$ cat src/kr580_pkg.sv
package kr580_pkg;

    // --------------------------------------------------
    // Widths and basic types
    // --------------------------------------------------
    localparam int data_width = 8;
    localparam int addr_width = 16;

    typedef logic [data_width-1:0] byte_t;
    typedef logic [addr_width-1:0] addr_t;

    // Bit positions within F
    localparam int flag_cf = 0;
    localparam int flag_nf = 1;
    localparam int flag_pf = 2;
    localparam int flag_af = 4;
    localparam int flag_zf = 6;
    localparam int flag_sf = 7;

    localparam byte_t flags_reset = 8'h40;     // Only ZF set

    // --------------------------------------------------
    // Opcode field encodings
    // --------------------------------------------------
    typedef enum logic [2:0] {
        r8_b = 3'd0,
        r8_c = 3'd1,
        r8_d = 3'd2,
        r8_e = 3'd3,
        r8_h = 3'd4,
        r8_l = 3'd5,
        r8_m = 3'd6,                            // Memory operand, reads back F
        r8_a = 3'd7
    } reg8_e;

    typedef enum logic [1:0] {
        rp_bc = 2'd0,
        rp_de = 2'd1,
        rp_hl = 2'd2,
        rp_sp = 2'd3
    } reg16_e;

    // Same order as bits 5:3 of the ALU opcodes
    typedef enum logic [2:0] {
        alu_add = 3'd0,
        alu_adc = 3'd1,
        alu_sub = 3'd2,
        alu_sbc = 3'd3,
        alu_and = 3'd4,
        alu_xor = 3'd5,
        alu_or  = 3'd6,
        alu_cp  = 3'd7
    } alu_op_e;

    typedef enum logic [3:0] {
        cls_nop,
        cls_mvi,
        cls_lxi,
        cls_mov,
        cls_alu_r,
        cls_alu_i,
        cls_jmp,
        cls_out,
        cls_in,
        cls_hlt,
        cls_illegal                             // Runs as NOP
    } instr_class_e;

    // --------------------------------------------------
    // Structs passed between blocks
    // --------------------------------------------------
    typedef struct packed {
        instr_class_e iclass;
        reg8_e        dst;
        reg8_e        src;
        reg16_e       pair;
        alu_op_e      alu_op;
        logic [2:0]   cond;
    } decode_t;

    typedef struct packed {
        logic   byte_en;
        logic   word_en;
        reg8_e  idx8;
        reg16_e idx16;
        byte_t  data_lo;
        byte_t  data_hi;                        // Word writes only
    } reg_write_t;

endpackage

$ cat src/alu.sv
`timescale 1ns/1ps

module alu import kr580_pkg::*; (
    input  byte_t   a,
    input  byte_t   b,
    input  alu_op_e op,
    input  logic    carry_in,
    output byte_t   result,
    output byte_t   flags
);

    logic [8:0] wide;                           // Bit 8 is carry or borrow
    logic       arith;
    logic       subtract;
    logic       overflow;
    logic       parity_even;
    logic       aux;

    assign arith    = (op inside {alu_add, alu_adc, alu_sub, alu_sbc, alu_cp});
    assign subtract = (op inside {alu_sub, alu_sbc, alu_cp});

    always_comb begin
        unique case (op)
            alu_add: wide = {1'b0, a} + {1'b0, b};
            alu_adc: wide = {1'b0, a} + {1'b0, b} + {8'd0, carry_in};
            alu_sub,
            alu_cp:  wide = {1'b0, a} - {1'b0, b};
            alu_sbc: wide = {1'b0, a} - {1'b0, b} - {8'd0, carry_in};
            alu_and: wide = {1'b0, a & b};
            alu_xor: wide = {1'b0, a ^ b};
            alu_or:  wide = {1'b0, a | b};
        endcase
    end

    assign result = wide[7:0];

    // --------------------------------------------------
    // Flag terms
    // --------------------------------------------------
    // Carry into bit 4, the same for sum and difference
    assign aux         = a[4] ^ b[4] ^ wide[4];
    assign parity_even = ~^wide[7:0];

    always_comb begin
        if (subtract) begin
            overflow = (a[7] != b[7]) && (a[7] != wide[7]);
        end else begin
            overflow = (a[7] == b[7]) && (a[7] != wide[7]);
        end
    end

    always_comb begin
        flags          = '0;
        flags[flag_sf] = wide[7];
        flags[flag_zf] = (wide[7:0] == 8'd0);
        flags[flag_af] = arith && aux;          // Cleared by the logic ops
        flags[flag_pf] = arith ? overflow : parity_even;
        flags[flag_nf] = subtract;
        flags[flag_cf] = arith && wide[8];
    end

endmodule

$ cat src/register_file.sv
`timescale 1ns/1ps

module register_file import kr580_pkg::*; (
    input  logic       clock,
    input  logic       arst_n,
    input  reg8_e      reg8_sel,
    output byte_t      reg8_rdata,
    output byte_t      acc,
    output byte_t      flags,
    input  reg_write_t reg_write,
    input  logic       flag_we,
    input  byte_t      flag_wdata
);

    addr_t bc;
    addr_t de;
    addr_t hl;
    addr_t sp;                                  // Loaded by LXI SP only
    byte_t a;
    byte_t f;

    assign acc   = a;
    assign flags = f;

    // Byte read port
    always_comb begin
        unique case (reg8_sel)
            r8_b: reg8_rdata = bc[15:8];
            r8_c: reg8_rdata = bc[7:0];
            r8_d: reg8_rdata = de[15:8];
            r8_e: reg8_rdata = de[7:0];
            r8_h: reg8_rdata = hl[15:8];
            r8_l: reg8_rdata = hl[7:0];
            r8_m: reg8_rdata = f;
            r8_a: reg8_rdata = a;
        endcase
    end

    // --------------------------------------------------
    // Write port
    // --------------------------------------------------
    always_ff @(posedge clock or negedge arst_n) begin
        if (!arst_n) begin
            bc <= '0;
            de <= '0;
            hl <= '0;
            sp <= '0;
            a  <= '0;
            f  <= flags_reset;
        end else begin
            if (reg_write.word_en) begin
                unique case (reg_write.idx16)
                    rp_bc: bc <= {reg_write.data_hi, reg_write.data_lo};
                    rp_de: de <= {reg_write.data_hi, reg_write.data_lo};
                    rp_hl: hl <= {reg_write.data_hi, reg_write.data_lo};
                    rp_sp: sp <= {reg_write.data_hi, reg_write.data_lo};
                endcase
            end else if (reg_write.byte_en) begin
                unique case (reg_write.idx8)
                    r8_b: bc[15:8] <= reg_write.data_lo;
                    r8_c: bc[7:0]  <= reg_write.data_lo;
                    r8_d: de[15:8] <= reg_write.data_lo;
                    r8_e: de[7:0]  <= reg_write.data_lo;
                    r8_h: hl[15:8] <= reg_write.data_lo;
                    r8_l: hl[7:0]  <= reg_write.data_lo;
                    r8_a: a        <= reg_write.data_lo;
                    default: ;                  // M has no storage here
                endcase
            end
            if (flag_we) begin
                f <= flag_wdata;
            end
        end
    end

endmodule

$ cat src/instr_decoder.sv
`timescale 1ns/1ps

module instr_decoder import kr580_pkg::*; (
    input  byte_t   opcode,
    output decode_t decode
);

    reg8_e dst;
    reg8_e src;
    logic  dst_is_m;
    logic  src_is_m;

    // Register fields sit at the same place in every class
    assign dst      = reg8_e'(opcode[5:3]);
    assign src      = reg8_e'(opcode[2:0]);
    assign dst_is_m = (dst == r8_m);
    assign src_is_m = (src == r8_m);

    always_comb begin
        decode.dst    = dst;
        decode.src    = src;
        decode.pair   = reg16_e'(opcode[5:4]);
        decode.alu_op = alu_op_e'(opcode[5:3]);
        decode.cond   = opcode[5:3];
        decode.iclass = cls_illegal;

        // 0x76 listed ahead of the MOV block so HLT wins
        casez (opcode)
            8'h00:
                decode.iclass = cls_nop;
            8'h76:
                decode.iclass = cls_hlt;
            8'b00_??0_001:
                decode.iclass = cls_lxi;
            8'b00_???_110: begin
                if (!dst_is_m) begin
                    decode.iclass = cls_mvi;
                end
            end
            8'b01_???_???: begin
                if (!dst_is_m && !src_is_m) begin
                    decode.iclass = cls_mov;
                end
            end
            8'b10_???_???: begin
                if (!src_is_m) begin
                    decode.iclass = cls_alu_r;
                end
            end
            8'b11_???_110:
                decode.iclass = cls_alu_i;
            8'b11_000_011,                      // JMP
            8'b11_???_010:                      // Jcc
                decode.iclass = cls_jmp;
            8'hd3:
                decode.iclass = cls_out;
            8'hdb:
                decode.iclass = cls_in;
            default:
                decode.iclass = cls_illegal;
        endcase
    end

endmodule

$ cat src/instr_sequencer.sv
`timescale 1ns/1ps

module instr_sequencer import kr580_pkg::*; (
    input  logic       clock,
    input  logic       arst_n,
    input  byte_t      in,
    input  byte_t      pin_pi,
    output byte_t      opcode,
    input  decode_t    decode,
    input  byte_t      flags,
    input  byte_t      acc,
    output reg8_e      reg8_sel,
    input  byte_t      reg8_rdata,
    output byte_t      alu_a,
    output byte_t      alu_b,
    output alu_op_e    alu_op,
    input  byte_t      alu_result,
    input  byte_t      alu_flags,
    output reg_write_t reg_write,
    output logic       flag_we,
    output byte_t      flag_wdata,
    output addr_t      address,
    output byte_t      pin_pa,
    output byte_t      pin_po,
    output logic       pin_pw,
    output logic       halted
);

    logic [1:0] tstate;
    logic [1:0] last_t;                         // Final t-state of the current class
    byte_t      opcode_q;
    byte_t      imm_lo;
    addr_t      pc;
    addr_t      pc_next;
    logic       cond_flag;
    logic       jump_taken;

    assign opcode     = (tstate == 2'd0) ? in : opcode_q;
    assign address    = pc;
    assign flag_wdata = alu_flags;
    assign reg8_sel   = decode.src;

    // --------------------------------------------------
    // Jump condition
    // --------------------------------------------------
    always_comb begin
        unique case (decode.cond[2:1])
            2'd0: cond_flag = flags[flag_zf];   // NZ / Z
            2'd1: cond_flag = flags[flag_cf];   // NC / C
            2'd2: cond_flag = flags[flag_pf];   // PO / PE
            2'd3: cond_flag = flags[flag_sf];   // P / M
        endcase
        // Bit 0 set only on the unconditional JMP
        jump_taken = opcode[0] || (cond_flag == decode.cond[0]);
    end

    // --------------------------------------------------
    // Step length, PC advance and register writes
    // --------------------------------------------------
    always_comb begin
        unique case (decode.iclass)
            cls_mov, cls_mvi, cls_out:                      last_t = 2'd1;
            cls_lxi, cls_alu_r, cls_alu_i, cls_jmp, cls_in: last_t = 2'd2;
            default:                                        last_t = 2'd0;
        endcase

        pc_next = pc;
        if (tstate == 2'd0) begin
            pc_next = pc + 16'd1;               // Past the opcode
        end else if (tstate == 2'd1 && decode.iclass inside
                     {cls_mvi, cls_out, cls_lxi, cls_alu_i, cls_jmp, cls_in}) begin
            pc_next = pc + 16'd1;               // Past the first operand byte
        end else if (tstate == 2'd2 && decode.iclass == cls_lxi) begin
            pc_next = pc + 16'd1;
        end else if (tstate == 2'd2 && decode.iclass == cls_jmp) begin
            pc_next = jump_taken ? {in, imm_lo} : pc + 16'd1;
        end

        reg_write = '0;
        flag_we   = 1'b0;
        unique case (decode.iclass)
            cls_mvi: if (tstate == 2'd1) begin
                reg_write.byte_en = 1'b1;
                reg_write.idx8    = decode.dst;
                reg_write.data_lo = in;
            end
            cls_mov: if (tstate == 2'd1) begin
                reg_write.byte_en = 1'b1;
                reg_write.idx8    = decode.dst;
                reg_write.data_lo = reg8_rdata;
            end
            cls_lxi: if (tstate == 2'd2) begin
                reg_write.word_en = 1'b1;
                reg_write.idx16   = decode.pair;
                reg_write.data_lo = imm_lo;
                reg_write.data_hi = in;
            end
            cls_alu_r, cls_alu_i: if (tstate == 2'd2) begin
                reg_write.byte_en = (alu_op != alu_cp);   // CP only sets flags
                reg_write.idx8    = r8_a;
                reg_write.data_lo = alu_result;
                flag_we           = 1'b1;
            end
            cls_in: if (tstate == 2'd2) begin
                reg_write.byte_en = 1'b1;
                reg_write.idx8    = r8_a;
                reg_write.data_lo = pin_pi;
            end
            default: ;
        endcase
    end

    // --------------------------------------------------
    // Control state
    // --------------------------------------------------
    always_ff @(posedge clock or negedge arst_n) begin
        if (!arst_n) begin
            tstate <= 2'd0;
            pc     <= '0;
            pin_pa <= '0;
            pin_po <= '0;
            pin_pw <= 1'b0;
            halted <= 1'b0;
        end else begin
            pin_pw <= 1'b0;
            if (!halted) begin
                tstate <= (tstate == last_t) ? 2'd0 : tstate + 2'd1;
                pc     <= pc_next;
                if (decode.iclass == cls_hlt) begin
                    halted <= 1'b1;             // Stays set until reset
                end
                if (decode.iclass == cls_out && tstate == 2'd1) begin
                    pin_pa <= in;
                    pin_po <= acc;
                    pin_pw <= 1'b1;
                end
            end
        end
    end

    // Opcode, immediate and ALU operand latches
    always_ff @(posedge clock) begin
        if (tstate == 2'd0) begin
            opcode_q <= in;
        end
        if (!halted) begin
            if (tstate == 2'd1 && decode.iclass inside {cls_lxi, cls_jmp}) begin
                imm_lo <= in;
            end
            if (decode.iclass inside {cls_alu_r, cls_alu_i}) begin
                if (tstate == 2'd0) begin
                    alu_a  <= acc;
                    alu_op <= decode.alu_op;
                end else if (tstate == 2'd1) begin
                    alu_b  <= (decode.iclass == cls_alu_i) ? in : reg8_rdata;
                end
            end
        end
    end

endmodule

$ cat src/kr580_core.sv
`timescale 1ns/1ps

module kr580_core import kr580_pkg::*; (
    input  logic  clock,
    input  logic  arst_n,
    input  byte_t in,
    input  byte_t pin_pi,
    output addr_t address,
    output byte_t pin_pa,
    output byte_t pin_po,
    output logic  pin_pw,
    output logic  halted
);

    byte_t      opcode;
    decode_t    decode;
    reg8_e      reg8_sel;
    byte_t      reg8_rdata;
    byte_t      acc;
    byte_t      flags;
    byte_t      alu_a;
    byte_t      alu_b;
    alu_op_e    alu_op;
    byte_t      alu_result;
    byte_t      alu_flags;
    reg_write_t reg_write;
    logic       flag_we;
    byte_t      flag_wdata;

    instr_decoder u_decoder (
        .opcode (opcode),
        .decode (decode)
    );

    instr_sequencer u_sequencer (
        .clock      (clock),
        .arst_n     (arst_n),
        .in         (in),
        .pin_pi     (pin_pi),
        .opcode     (opcode),
        .decode     (decode),
        .flags      (flags),
        .acc        (acc),
        .reg8_sel   (reg8_sel),
        .reg8_rdata (reg8_rdata),
        .alu_a      (alu_a),
        .alu_b      (alu_b),
        .alu_op     (alu_op),
        .alu_result (alu_result),
        .alu_flags  (alu_flags),
        .reg_write  (reg_write),
        .flag_we    (flag_we),
        .flag_wdata (flag_wdata),
        .address    (address),
        .pin_pa     (pin_pa),
        .pin_po     (pin_po),
        .pin_pw     (pin_pw),
        .halted     (halted)
    );

    alu u_alu (
        .a        (alu_a),
        .b        (alu_b),
        .op       (alu_op),
        .carry_in (flags[flag_cf]),
        .result   (alu_result),
        .flags    (alu_flags)
    );

    register_file u_regs (
        .clock      (clock),
        .arst_n     (arst_n),
        .reg8_sel   (reg8_sel),
        .reg8_rdata (reg8_rdata),
        .acc        (acc),
        .flags      (flags),
        .reg_write  (reg_write),
        .flag_we    (flag_we),
        .flag_wdata (flag_wdata)
    );

endmodule

$ cat config.mk
export PLATFORM = sky130hd
export DESIGN_NAME = kr580_core
export DESIGN_NICKNAME = d
export VERILOG_FILES = /design/src/kr580_pkg.sv /design/src/alu.sv /design/src/register_file.sv /design/src/instr_decoder.sv /design/src/instr_sequencer.sv /design/src/kr580_core.sv
export SDC_FILE = /design/constraint.sdc
export NUM_CORES = 1
export LEC_CHECK = 0
export ABC_AREA = 0
export BUFFER_PORTS_ARGS = -buffer_cell sky130_fd_sc_hd__clkbuf_2
export CORE_ASPECT_RATIO = 0.9
export CORE_MARGIN = 2
export CORE_UTILIZATION = 40
export CTS_CLUSTER_SIZE = 8
export DETAILED_ROUTE_END_ITERATION = 6
export PLACE_DENSITY = 0.55
export SLEW_MARGIN = 0
export SYNTH_ARGS = -nofsm -noshare
export SYNTH_HDL_FRONTEND = slang
export SYNTH_HIERARCHICAL = 1
export SYNTH_SLANG_ARGS = --single-unit
$ cat constraint.sdc
create_clock -name clock -period 9.9 [get_ports clock]
set_input_delay 0.495 -clock clock [delete_from_list [all_inputs] [get_ports clock]]
set_output_delay 0.495 -clock clock [all_outputs]
set_load 0.005 [all_outputs]
== Word-level counts from Yosys, hierarchy flattened ==
Memories as Yosys holds them, arrays and structs flattened.
Cells that the tools add are included.
Word-level totals
  memory bits (read-only): 32
  input bits: 18
  register bits after elaboration: 133
  memories kept: 1
  output and inout port bits: 34
Cells by class
  multiplexer cells: 54
  add/sub/neg operators: 6
  bitwise operators: 8
  eq/ne operators: 56
  reduce and logical (&&, ||, !) cells: 52
Memories
  (no name shown): words 16, bits a word 2, read ports 1, clocked after memory_dff 0, wr ports 0, RTL line instr_sequencer.sv:61  | unique case (decode.iclass)
Operator list (number)
  $mux 16: 14
  $mux 8: 13
  $pmux 8 s8: 1
  $pmux 9 s7: 1
  $pmux 8 s5: 1
  $eq 3x3->1 const B: 12
  $eq 8x8->1 const B: 3
  $pmux 4 s6: 1
  $reduce_and 3->1: 8
  $eq 3x2->1 const B: 6
  $mux 18: 1
  $reduce_bool 2->1: 9
  $add 16x1->16 const B: 1
  $eq 4x3->1 const B: 4
  $logic_not 8->1: 2
  $pmux 4 s4: 1
  $mux 4: 3
  $mux 1: 11
  $eq 2x2->1 const B: 5
  $eq 5x5->1 const B: 2
  $logic_and 1x1->1: 10
  $add 8x8->9: 1
  $add 9x1->9: 1
  $eq 3x1->1 const B: 3
  other kinds (38): 62

== Depth between registers and ports, before layout ==
Gate-level depths: netlist of the first run.
  word-level depth: 15
  mapped depth: 21

== Cells and area by module ==
The synthesis of the first run kept the hierarchy.
Modules (own cells, without submodules)
  instr_sequencer: cells an instance 324, times used 1, seq. area each 1871.8 µm², area an instance 3738.6 µm²
  register_file: cells an instance 234, times used 1, seq. area each 1602.8 µm², area an instance 3310.7 µm²
  alu: cells an instance 313, times used 1, seq. area each 0.0 µm², area an instance 2122.0 µm²
  instr_decoder: cells an instance 59, times used 1, seq. area each 0.0 µm², area an instance 471.7 µm²

== Worst setup path before layout of the first run ==
Ideal clock, no wire load.
  path type: register to register
  from: register u_sequencer.tstate[1]
  to: register u_regs.bc[10]
  period minus slack after synthesis: 4598 ps
  cell stages (with the launch flop): 19
  setup time: 125 ps
  buffers on the path: 6
  arrival time: 4473 ps
  slack: 5302 ps
  path through: dfrtp_1 inv_1 ha_1 clkbuf_1 mux2_2 inv_1 ha_1 nor4b_1 o21ai_1 a31oi_1 o22ai_1 clkbuf_1 nor4_1 clkbuf_1 clkbuf_1 buf_6 buf_2 mux2_2 mux2_4
RTL lines
  from (decl): RTL line instr_sequencer.sv:29  | logic [1:0] tstate;
  from (signal assigned): RTL line instr_sequencer.sv:127  | tstate <= (tstate == last_t) ? 2'd0 : tstate + 2'd1;
  to (signal assigned): RTL line register_file.sv:53  | rp_bc: bc <= {reg_write.data_hi, reg_write.data_lo};
  to (signal assigned): RTL line register_file.sv:60  | r8_b: bc[15:8] <= reg_write.data_lo;
  to (decl): RTL line register_file.sv:15  | addr_t bc;

==> results of run 1 <==
==> metrics by stage <==
step | worst slack (ns) | instances | power [mW]
6_report | 3.60 | 1245 | 1.22
5_1_grt | 3.05 | 1245 | 1.26
4_1_cts | 3.63 | 1245 | 1.23
3_5_place_dp | 3.65 | 1214 | 0.597
3_3_place_gp | 3.85 | 1214 | 0.597
2_1_floorplan | 5.30 | 931 | 0.578
==> worst max path at each step <==
stage                                startpoint       endpoint  cells after the start
after floorplan           u_sequencer/tstate[1]  u_regs/bc[10]                     18
after global placement    u_sequencer/tstate[1]  u_regs/de[11]                     14
after detailed placement  u_sequencer/tstate[1]  u_regs/hl[11]                     14
after CTS                 u_sequencer/tstate[1]  u_regs/hl[11]                     14
after global routing      u_sequencer/tstate[1]  u_regs/hl[11]                     14
final                     u_sequencer/tstate[1]  u_regs/hl[11]                     14
==> Yosys cell counts (5+ instances only) <==
cell / n / area, um^2
o211ai_1: 5 / 37.5
nand3_1: 19 / 95.1
and3b_1: 10 / 87.6
mux2_4: 24 / 360
mux2i_1: 38 / 380
buf_2: 15 / 75.1
a21oi_2: 9 / 78.8
buf_4: 31 / 233
a211o_1: 7 / 61.3
a21oi_1: 30 / 150
and3_1: 6 / 37.5
nor3b_1: 16 / 120
xor2_1: 7 / 61.3
nor2_1: 43 / 161
nand4_1: 5 / 31.3
and2_1: 14 / 87.6
a22oi_1: 11 / 82.6
nor3_1: 13 / 65.1
ha_1: 39 / 488
a211oi_1: 12 / 90.1
inv_1: 45 / 169
mux2_2: 79 / 890
nand2b_1: 16 / 100
nor2b_1: 5 / 31.3
a222oi_1: 9 / 90.1
dfrtp_1: 99 / 2480
o22ai_1: 12 / 75.1
a31oi_1: 7 / 43.8
dfxtp_1: 8 / 160
a2bb2oi_1: 7 / 61.3
nor4_1: 5 / 31.3
a2bb2oi_2: 7 / 105
edfxtp_1: 27 / 811
clkbuf_1: 21 / 78.8
buf_6: 10 / 113
o21ai_0: 36 / 180
o22a_1: 9 / 78.8
nand2_1: 58 / 218
xnor2_1: 15 / 131
==> cell families (layout without fill, tap and decap cells) <==
| logic type | Yosys count | in the layout | share of synthesized area |
|---|---|---|---|
| XOR/XNOR | 23 | 23 | 0.0217 |
| buffers and inverters | 125 | 137 | 0.0705 |
| AO/OA/AOI/OAI | 213 | 213 | 0.175 |
| AND/OR/NAND/NOR | 248 | 248 | 0.145 |
| adder cells (fa/ha/maj) | 41 | 41 | 0.0548 |
| flip-flops | 135 | 135 | 0.360 |
| multiplexers | 144 | 144 | 0.173 |
| other | 1 | 2 | 0.000389 |
==> per-layer routing <==
metal	track usage	vias to the layer above
met3	0.0363	25
li1	-	3419
met2	0.330	224
met4	0.0622	0
met5	0	-
met1	0.312	3639
==> cell type report <==
| type | count | area share |
|---|---|---|
| Multi-Input combinational cell | 671 | 0.527 |
| Sequential cell | 135 | 0.332 |
| Clock buffer | 23 | 0.0488 |
| Tap cell | 302 | 0.0361 |
| Timing Repair Buffer | 61 | 0.0318 |
| Inverter | 45 | 0.0162 |
| Clock inverter | 8 | 0.00790 |
==> critical path, cell delays in order, from the launching register on <==
cell and delay (ns):
dfrtp_1 0.43, inv_1 0.13, ha_1 0.54, mux2_2 0.98, nand4b_1 0.34, nor3_1 0.30, a221oi_2 0.05, o22ai_1 0.73
or4b_4 0.56, nor2_1 0.60, nor2_1 0.17, nand2_1 0.25, nor3b_1 0.22, o22a_1 0.52, mux2_4 0.35
==> sequential cells by signal, indices dropped and copies added (netlist names) <==
register,cells
u_regs/acc,8
u_regs/bc,16
u_regs/de,16
u_regs/flags,8
u_regs/hl,16
u_sequencer/address,16
u_sequencer/alu_a,8
u_sequencer/alu_b,8
u_sequencer/alu_op,3
u_sequencer/halted,1
u_sequencer/imm_lo,8
u_sequencer/opcode_q,8
u_sequencer/pin_pa,8
u_sequencer/pin_po,8
u_sequencer/pin_pw,1
u_sequencer/tstate,2
==> power groups by stage <==
stage               Clock (mW)  Combinational [mW]  Sequential [mW]
floorplan                    0             0.00241            0.576
global placement             0              0.0209            0.576
detailed placement           0              0.0207            0.576
CTS                      0.646              0.0208            0.565
global route             0.672              0.0222            0.565
finish                   0.635              0.0198            0.565
==> metrics, run 1 <==
fin area=10500 um^2; RSZ-0062 raised after global routing=false; Psw=0.262 mW; via/cell ratio=5.87; worst hold-check path type=input pin to asynchronous set/reset pin; Syn-to-layout area delta=8.45%; largest net degree at the start of global routing=69; most common cell after layout, fill and taps aside=dfrtp_1; Final Hold Viols=0; routed wl met2=11900 um; Remaining Overflow, GRT=0; crit path kind=flop to flop; diode count=0; fin crit period=6.30 ns; synth warn=6; post-route setup TNS=0 ns; FMAX=159 MHz; initial antenna violation count=0; Async SR Flop Fraction=0.741; Worst Tran Pin Value=1.07 ns; area of the die=25400 um^2; # H-tree levels=4; Post-Syn Area=9640 um^2; clock power share=0.520; power share of the combinational group=0.016; Initial Utilization=0.410; flops & latches, synth=135; CTS tree=yes; Post-synth EDFFs=27; worst rel slew slack=0.288; switch share=0.215; top_reg_cell synth=dfrtp_1; Int Pwr=0.958 mW; first-pass GRT wire length=41500 um; status=complete, no violations; Mapped Cells=930; post-synthesis sequential area ratio=0.360; final clock skew=0.0129 ns; type of origin of the critical path=flop; final setup fails=0; Leakage=4.46 nW; syn avg cell area=10.4 um^2; Clock Latency Late Sink=0.42 ns; hold_buf cts=0; maximum root-to-sink buffer count=2; DP Area=9860 um^2; clk sink count=135; io pins=52; area of the multi-input gates=5510 um^2; drt wl/cell=21.4 um; Flop pwr share=0.463; R2R Setup Slk=3.60 ns; reg2reg path depth=14; Port Buf Inserts=51; WL final=26600 um; Max Slew Vio Count=0; 1st-pass router iterations=7; vias in the first global route=6941; core area=23500 um^2; Worst VDD drop=0.0900 mV; Met1 Wirelength=12800 um; worst endpoint required time=10.21 ns; max-cap violations=0; Post-route DRC=0; # rows=53; reg-to-reg startpoint=u_sequencer/tstate[1]; most frequent cells in the layout=dfrtp_1, mux2_2, nand2_1; final core utilization=0.444; layout cells sized above 1=0.258; root buffer cell=clkbuf_16; RR Endpoint=u_regs/hl[11]; final net count=990; Unique masters post-synth=93; DR vias=7307; post_cts resized=0; Worst setup EP type=flop; TritonCTS buffer count=17; Chip Height=151 um; GR Util All Layers=0.215; fin crit share=0.636; top routing layer in use=met4; crit path DAT=6.60 ns; Crit Path Max Fanout=42; Reg area=3470 um^2; PwrDens=117 nW/um^2; Post-DP HPWL=19100 um; Detail Route Antenna Nets=0; FILL cells=2230; Die Width=168 um; WL met3=1440 um; initial DRC count=654; gpl congestion=0.842; Post CTS Setup Buffer Count=0; Fin Hold WS=0.0112 ns; clock transition at the registers of the reported paths=0.06 ns
Power figures use the tool's default switching activity.
==> inputs of run 2 (changes only) <==
==> constraint.sdc (replaced) <==
create_clock -name clock -period 6.4 [get_ports clock]
set_input_delay 0.32 -clock clock [delete_from_list [all_inputs] [get_ports clock]]
set_output_delay 0.32 -clock clock [all_outputs]
set_load 0.005 [all_outputs]
==> run 2 against run 1 <==
Against the previous run:
- sequential power grew 55%
- global-route usage grew 0.084 points
- non-clock buffer count grew 14
- clock skew grew 0.0011 ns
- die area is the same
- clock power grew 57%
- routed wire length grew 1.9%
- sequential cell count is the same
- highest routed layer unchanged
- combinational power grew 67%
- design area grew 1.0%
==> metrics, run 2 (synthesis gave the netlist of run 1 again) <==
FMAX=175 MHz (was 159 MHz); Clock Latency Late Sink=0.43 ns (was 0.42 ns); # rows=53 (unchanged); Crit Path Max Fanout=14 (was 42); RSZ-0062 raised after global routing=false (unchanged); post-route setup TNS=0 ns (unchanged); Cells on Worst Hold Path=1; maximum root-to-sink buffer count=2 (unchanged); crit path DAT=6.02 ns (was 6.60 ns); vias in the first global route=6928 (was 6941); fin crit share=0.892 (was 0.636); # H-tree levels=4 (unchanged); core area=23500 um^2 (unchanged); initial antenna violation count=0 (unchanged); clock transition at the registers of the reported paths=0.06 ns (about the same); io pins=52 (unchanged); max-cap violations=0 (unchanged); Worst setup EP type=flop (unchanged); Post CTS Setup Buffer Count=0 (unchanged); diode count=0 (unchanged); final net count=1004 (was 990); Initial Utilization=0.410 (unchanged); Remaining Overflow, GRT=0 (unchanged); final core utilization=0.449 (was 0.444); reg2reg path depth=16 (was 14); Worst VDD drop=0.163 mV (was 0.0900 mV); initial DRC count=631 (was 654); DR vias=7351 (was 7307); Post-DP HPWL=19600 um (was 19100 um); CTS tree=yes (unchanged); Final Hold Viols=0 (unchanged); 1st-pass router iterations=5 (was 7); worst rel slew slack=0.373 (was 0.288); Syn-to-layout area delta=9.58% (was 8.45%); Die Width=168 um (unchanged); GR Util All Layers=0.216 (was 0.215); PwrDens=180 nW/um^2 (was 117 nW/um^2); fin crit period=5.71 ns (was 6.30 ns); Chip Height=151 um (unchanged); Leakage=4.54 nW (was 4.46 nW); worst hold-check path type=input pin to flop (was input pin to asynchronous set/reset pin); final setup fails=0 (unchanged); gpl congestion=0.867 (was 0.842); Port Buf Inserts=51 (unchanged); most frequent cells in the layout=dfrtp_1, mux2_2, nand2_1 (unchanged); final clock skew=0.0140 ns (was 0.0129 ns); WL final=27100 um (was 26600 um); area of the die=25400 um^2 (unchanged); drt wl/cell=21.5 um (was 21.4 um); TritonCTS buffer count=17 (unchanged); worst endpoint required time=6.71 ns (was 10.21 ns); status=complete, no violations (unchanged); root buffer cell=clkbuf_16 (unchanged); via/cell ratio=5.83 (was 5.87); most common cell after layout, fill and taps aside=dfrtp_1 (unchanged); Post-route DRC=0 (unchanged); Max Slew Vio Count=0 (unchanged); layout cells sized above 1=0.270 (was 0.258); type of origin of the critical path=flop (unchanged); first-pass GRT wire length=41300 um (was 41500 um); crit path kind=flop to flop (unchanged); Detail Route Antenna Nets=0 (unchanged); clk sink count=135 (unchanged); Worst Tran Pin Value=0.931 ns (was 1.07 ns); largest net degree at the start of global routing=69 (unchanged)
run 2: changes by cell type in the layout (fill, tap and decap cells not counted), sizes merged:
cell	delta
clkinvlp	-2
clkinv	+1
inv	+7
buf	+13
dlygate4sd3	+1
clkbuf	-5
run 2: metal layers:
metal	track usage	wire length [um]	vias up
li1	-	-	3440
met1	0.317	13500	3706
met2	0.326	12100	180
met3	0.0340	1020	25
met4	0.0678	539	0
met5	0	0	-
run 2: area by class of cell:
cell class	instances	area, um^2
flip-flops and latches	135	3470
inverters	45	169
multi-input cells	671	5510
repair buffers	75	440
clock inverters	14	155
fillers	2255	13000
well taps	302	378
clock buffers	18	439
run 2: metrics by stage:
stage	worst slack [ns]	power, mW	hold slack (ns)	area [um^2]	cells
after floorplan	1.80	0.895	0.0244	9650	931
after global placement	0.917	0.924	0.295	9960	1227
after detailed placement	0.776	0.924	0.305	9960	1227
after CTS	0.755	1.92	0.247	10600	1260
after global routing	0.291	1.96	0.244	10600	1260
final	0.690	1.90	0.258	10600	1260
run 2: path summary, 6_finish.rpt:
kind	start	end	slack, ns
setup / recovery	u_sequencer/tstate[1]	u_regs/de[14]	0.69
min in group asynchronous	arst_n	u_sequencer/pin_po[7]	0.45
hold / removal	in[5]	u_sequencer/imm_lo[5]	0.26
hold reg to reg	u_regs/bc[4]	u_regs/bc[4]	0.50
setup reg to reg	u_sequencer/tstate[1]	u_regs/de[14]	0.69
max in group asynchronous	arst_n	u_regs/flags[2]	4.67
run 2: what timing repair did:
item / in CTS / in global routing
resized for setup: 0 / 0
hold endpoints to repair: 32 / 0
hold buffers: 1 / 0
run 2: power by group:
part           leakage (nW)  switching [mW]  internal, mW  total [mW]
clock network         0.297           0.431         0.565       0.996
registers              1.68               0         0.874       0.874
logic                  2.56          0.0271       0.00598      0.0331
total                  4.54           0.458          1.45        1.90
run 2: critical path: stages (launching register included):
cell and delay (ns):
dfrtp_1 0.43, inv_1 0.13, ha_1 0.52, mux2_2 0.48, inv_1 0.11, ha_1 0.14
nor4b_1 0.37, o21ai_1 0.18, o21ai_2 0.14, o21ai_1 0.34, or4b_4 0.63, nor2_1 0.60
nor2_1 0.17, nand2_1 0.25, nor3b_1 0.22, o22a_1 0.54, mux2_4 0.35
==> inputs of run 3 (changes only) <==
--- a/config.mk
+++ b/config.mk
@@ -10,6 +10,7 @@
 export CORE_ASPECT_RATIO = 0.9
 export CORE_MARGIN = 2
 export CORE_UTILIZATION = 40
+export CTS_BUF_LIST = sky130_fd_sc_hd__clkbuf_16
 export CTS_CLUSTER_SIZE = 8
 export DETAILED_ROUTE_END_ITERATION = 6
 export PLACE_DENSITY = 0.55
==> run 3 against run 2 <==
Against the previous run:
- final cell count did not move
- sequential power about the same
- die area stayed put
- design area is essentially flat
- via count is 0.87% lower
- maximum frequency up 0.21%
- register-to-register slack hardly changed
- critical endpoint unchanged
- highest routed layer unchanged
==> metrics, run 3 (synthesis gave the netlist of run 1 again) <==
GR Util All Layers=0.216 (about the same); gpl congestion=0.867 (unchanged); worst hold-check path type=input pin to flop (unchanged); status=complete, no violations (unchanged); via/cell ratio=5.78 (was 5.83); crit path DAT=6.01 ns (was 6.02 ns); final core utilization=0.448 (was 0.449); Clock Latency Late Sink=0.42 ns (was 0.43 ns); Crit Path Max Fanout=14 (unchanged); hold_buf cts=1 (unchanged); Remaining Overflow, GRT=0 (unchanged); Worst Hold Launch=in[5] (unchanged); layout cells sized above 1=0.269 (was 0.270); drt wl/cell=21.5 um (about the same); Post-route DRC=0 (unchanged); worst endpoint required time=6.71 ns (about the same); Max stage delay on crit path=0.63 ns (about the same); area of the die=25400 um^2 (unchanged); Chip Height=151 um (unchanged); DR vias=7287 (was 7351); Crit path max-delay family=simple AND/OR/NAND/NOR gates (unchanged); Final Hold Viols=0 (unchanged); Leakage=4.54 nW (about the same); crit path kind=flop to flop (unchanged); final clock skew=0.0109 ns (was 0.0140 ns); Fin Hold WS=0.256 ns (was 0.258 ns); max-cap violations=0 (unchanged); reg-to-reg startpoint=u_sequencer/tstate[1] (unchanged); CTS tree=yes (unchanged); Worst Path Buf+Inv=2 (unchanged); vias in the first global route=6916 (was 6928); final setup fails=0 (unchanged); DP Area=9960 um^2 (unchanged); most frequent cells in the layout=dfrtp_1, mux2_2, nand2_1 (unchanged); FMAX=175 MHz (about the same); FILL cells=2257 (was 2255); TritonCTS buffer count=17 (unchanged); Post CTS Setup Buffer Count=0 (unchanged); Worst Setup SP=u_sequencer/tstate[1] (unchanged); Max Slew Vio Count=0 (unchanged); post-route setup TNS=0 ns (unchanged); # rows=53 (unchanged); WL final=27100 um (about the same); Detail Route Antenna Nets=0 (unchanged); Worst VDD drop=0.164 mV (was 0.163 mV); first-pass GRT wire length=41300 um (about the same); Tot Pwr=1.89 mW (was 1.90 mW); final net count=1004 (unchanged); largest net degree at the start of global routing=69 (unchanged); 1st-pass router iterations=6 (was 5); Slowest-stage cell, CP=or4b_4 (unchanged); Port Buf Inserts=51 (unchanged); worst rel slew slack=0.382 (was 0.373); type of origin of the critical path=flop (unchanged); core area=23500 um^2 (unchanged); most common cell after layout, fill and taps aside=dfrtp_1 (unchanged); Worst Tran Pin Value=0.917 ns (was 0.931 ns); # H-tree levels=4 (unchanged); Syn-to-layout area delta=9.47% (was 9.58%); PwrDens=179 nW/um^2 (was 180 nW/um^2); fin crit period=5.70 ns (was 5.71 ns); fin crit share=0.890 (was 0.892); diode count=0 (unchanged); clk sink count=135 (unchanged); Post-DP HPWL=19600 um (unchanged); post_cts resized=0 (unchanged); Die Width=168 um (unchanged); fin area=10600 um^2 (about the same); RSZ-0062 raised after global routing=false (unchanged); initial DRC count=664 (was 631); io pins=52 (unchanged); clock transition at the registers of the reported paths=0.07 ns (was 0.06 ns); Worst setup EP type=flop (unchanged); maximum root-to-sink buffer count=2 (unchanged); crit-path cells=inv_1 > ha_1 > mux2_2 > inv_1 > ha_1 > nor4b_1 > o21ai_1 > o21ai_2 > o21ai_1 > or4b_4 > nor2_1 > nor2_1 > nand2_1 > nor3b_1 > o22a_1 > mux2_4 (unchanged); initial antenna violation count=0 (unchanged); Initial Utilization=0.410 (unchanged); root buffer cell=clkbuf_16 (unchanged)
-- run 3: cell types whose count changed in the layout (fill, tap and decap cells not counted), sizes merged --
cell    change
clkinv      +1
clkbuf      -1
-- run 3: routing by layer --
layer | track usage | part of all wire | vias to the layer above
met2 | 0.325 | 0.44 | 174
met5 | 0 | 0 | -
li1 | - | - | 3440
met1 | 0.317 | 0.49 | 3646
met4 | 0.0678 | 0.021 | 0
met3 | 0.0340 | 0.041 | 27
-- run 3: final timing paths --
kind | end | slack (ns) | cells after the start
worst max-delay path | u_regs/de[14] | 0.70 | 16
worst min-delay path | u_sequencer/imm_lo[5] | 0.26 | 1
worst max register to register | u_regs/de[14] | 0.70 | 16
worst min register to register | u_regs/bc[4] | 0.50 | 1
max in group asynchronous | u_regs/flags[1] | 4.67 | 3
min in group asynchronous | u_sequencer/pin_po[7] | 0.45 | 2
-- run 3: cell type report --
cell class | count | area (um^2) | share of cell area
Multi-Input combinational cell | 671 | 5510 | 0.522
Sequential cell | 135 | 3470 | 0.329
Timing Repair Buffer | 75 | 440 | 0.0417
Clock buffer | 17 | 425 | 0.0403
Tap cell | 302 | 378 | 0.0358
Inverter | 45 | 169 | 0.0160
Clock inverter | 15 | 159 | 0.0151
-- run 3: power by group --
group          switching, mW  internal (mW)
registers                  0          0.874
logic                 0.0272        0.00598
clock network          0.428          0.553
total                  0.456           1.43
-- run 3: per-stage QoR --
| stage | worst slack [ns] | cells |
|---|---|---|
| 2_1_floorplan | 1.80 | 931 |
| 3_3_place_gp | 0.917 | 1227 |
| 3_5_place_dp | 0.776 | 1227 |
| 4_1_cts | 0.755 | 1260 |
| 5_1_grt | 0.291 | 1260 |
| 6_report | 0.702 | 1260 |
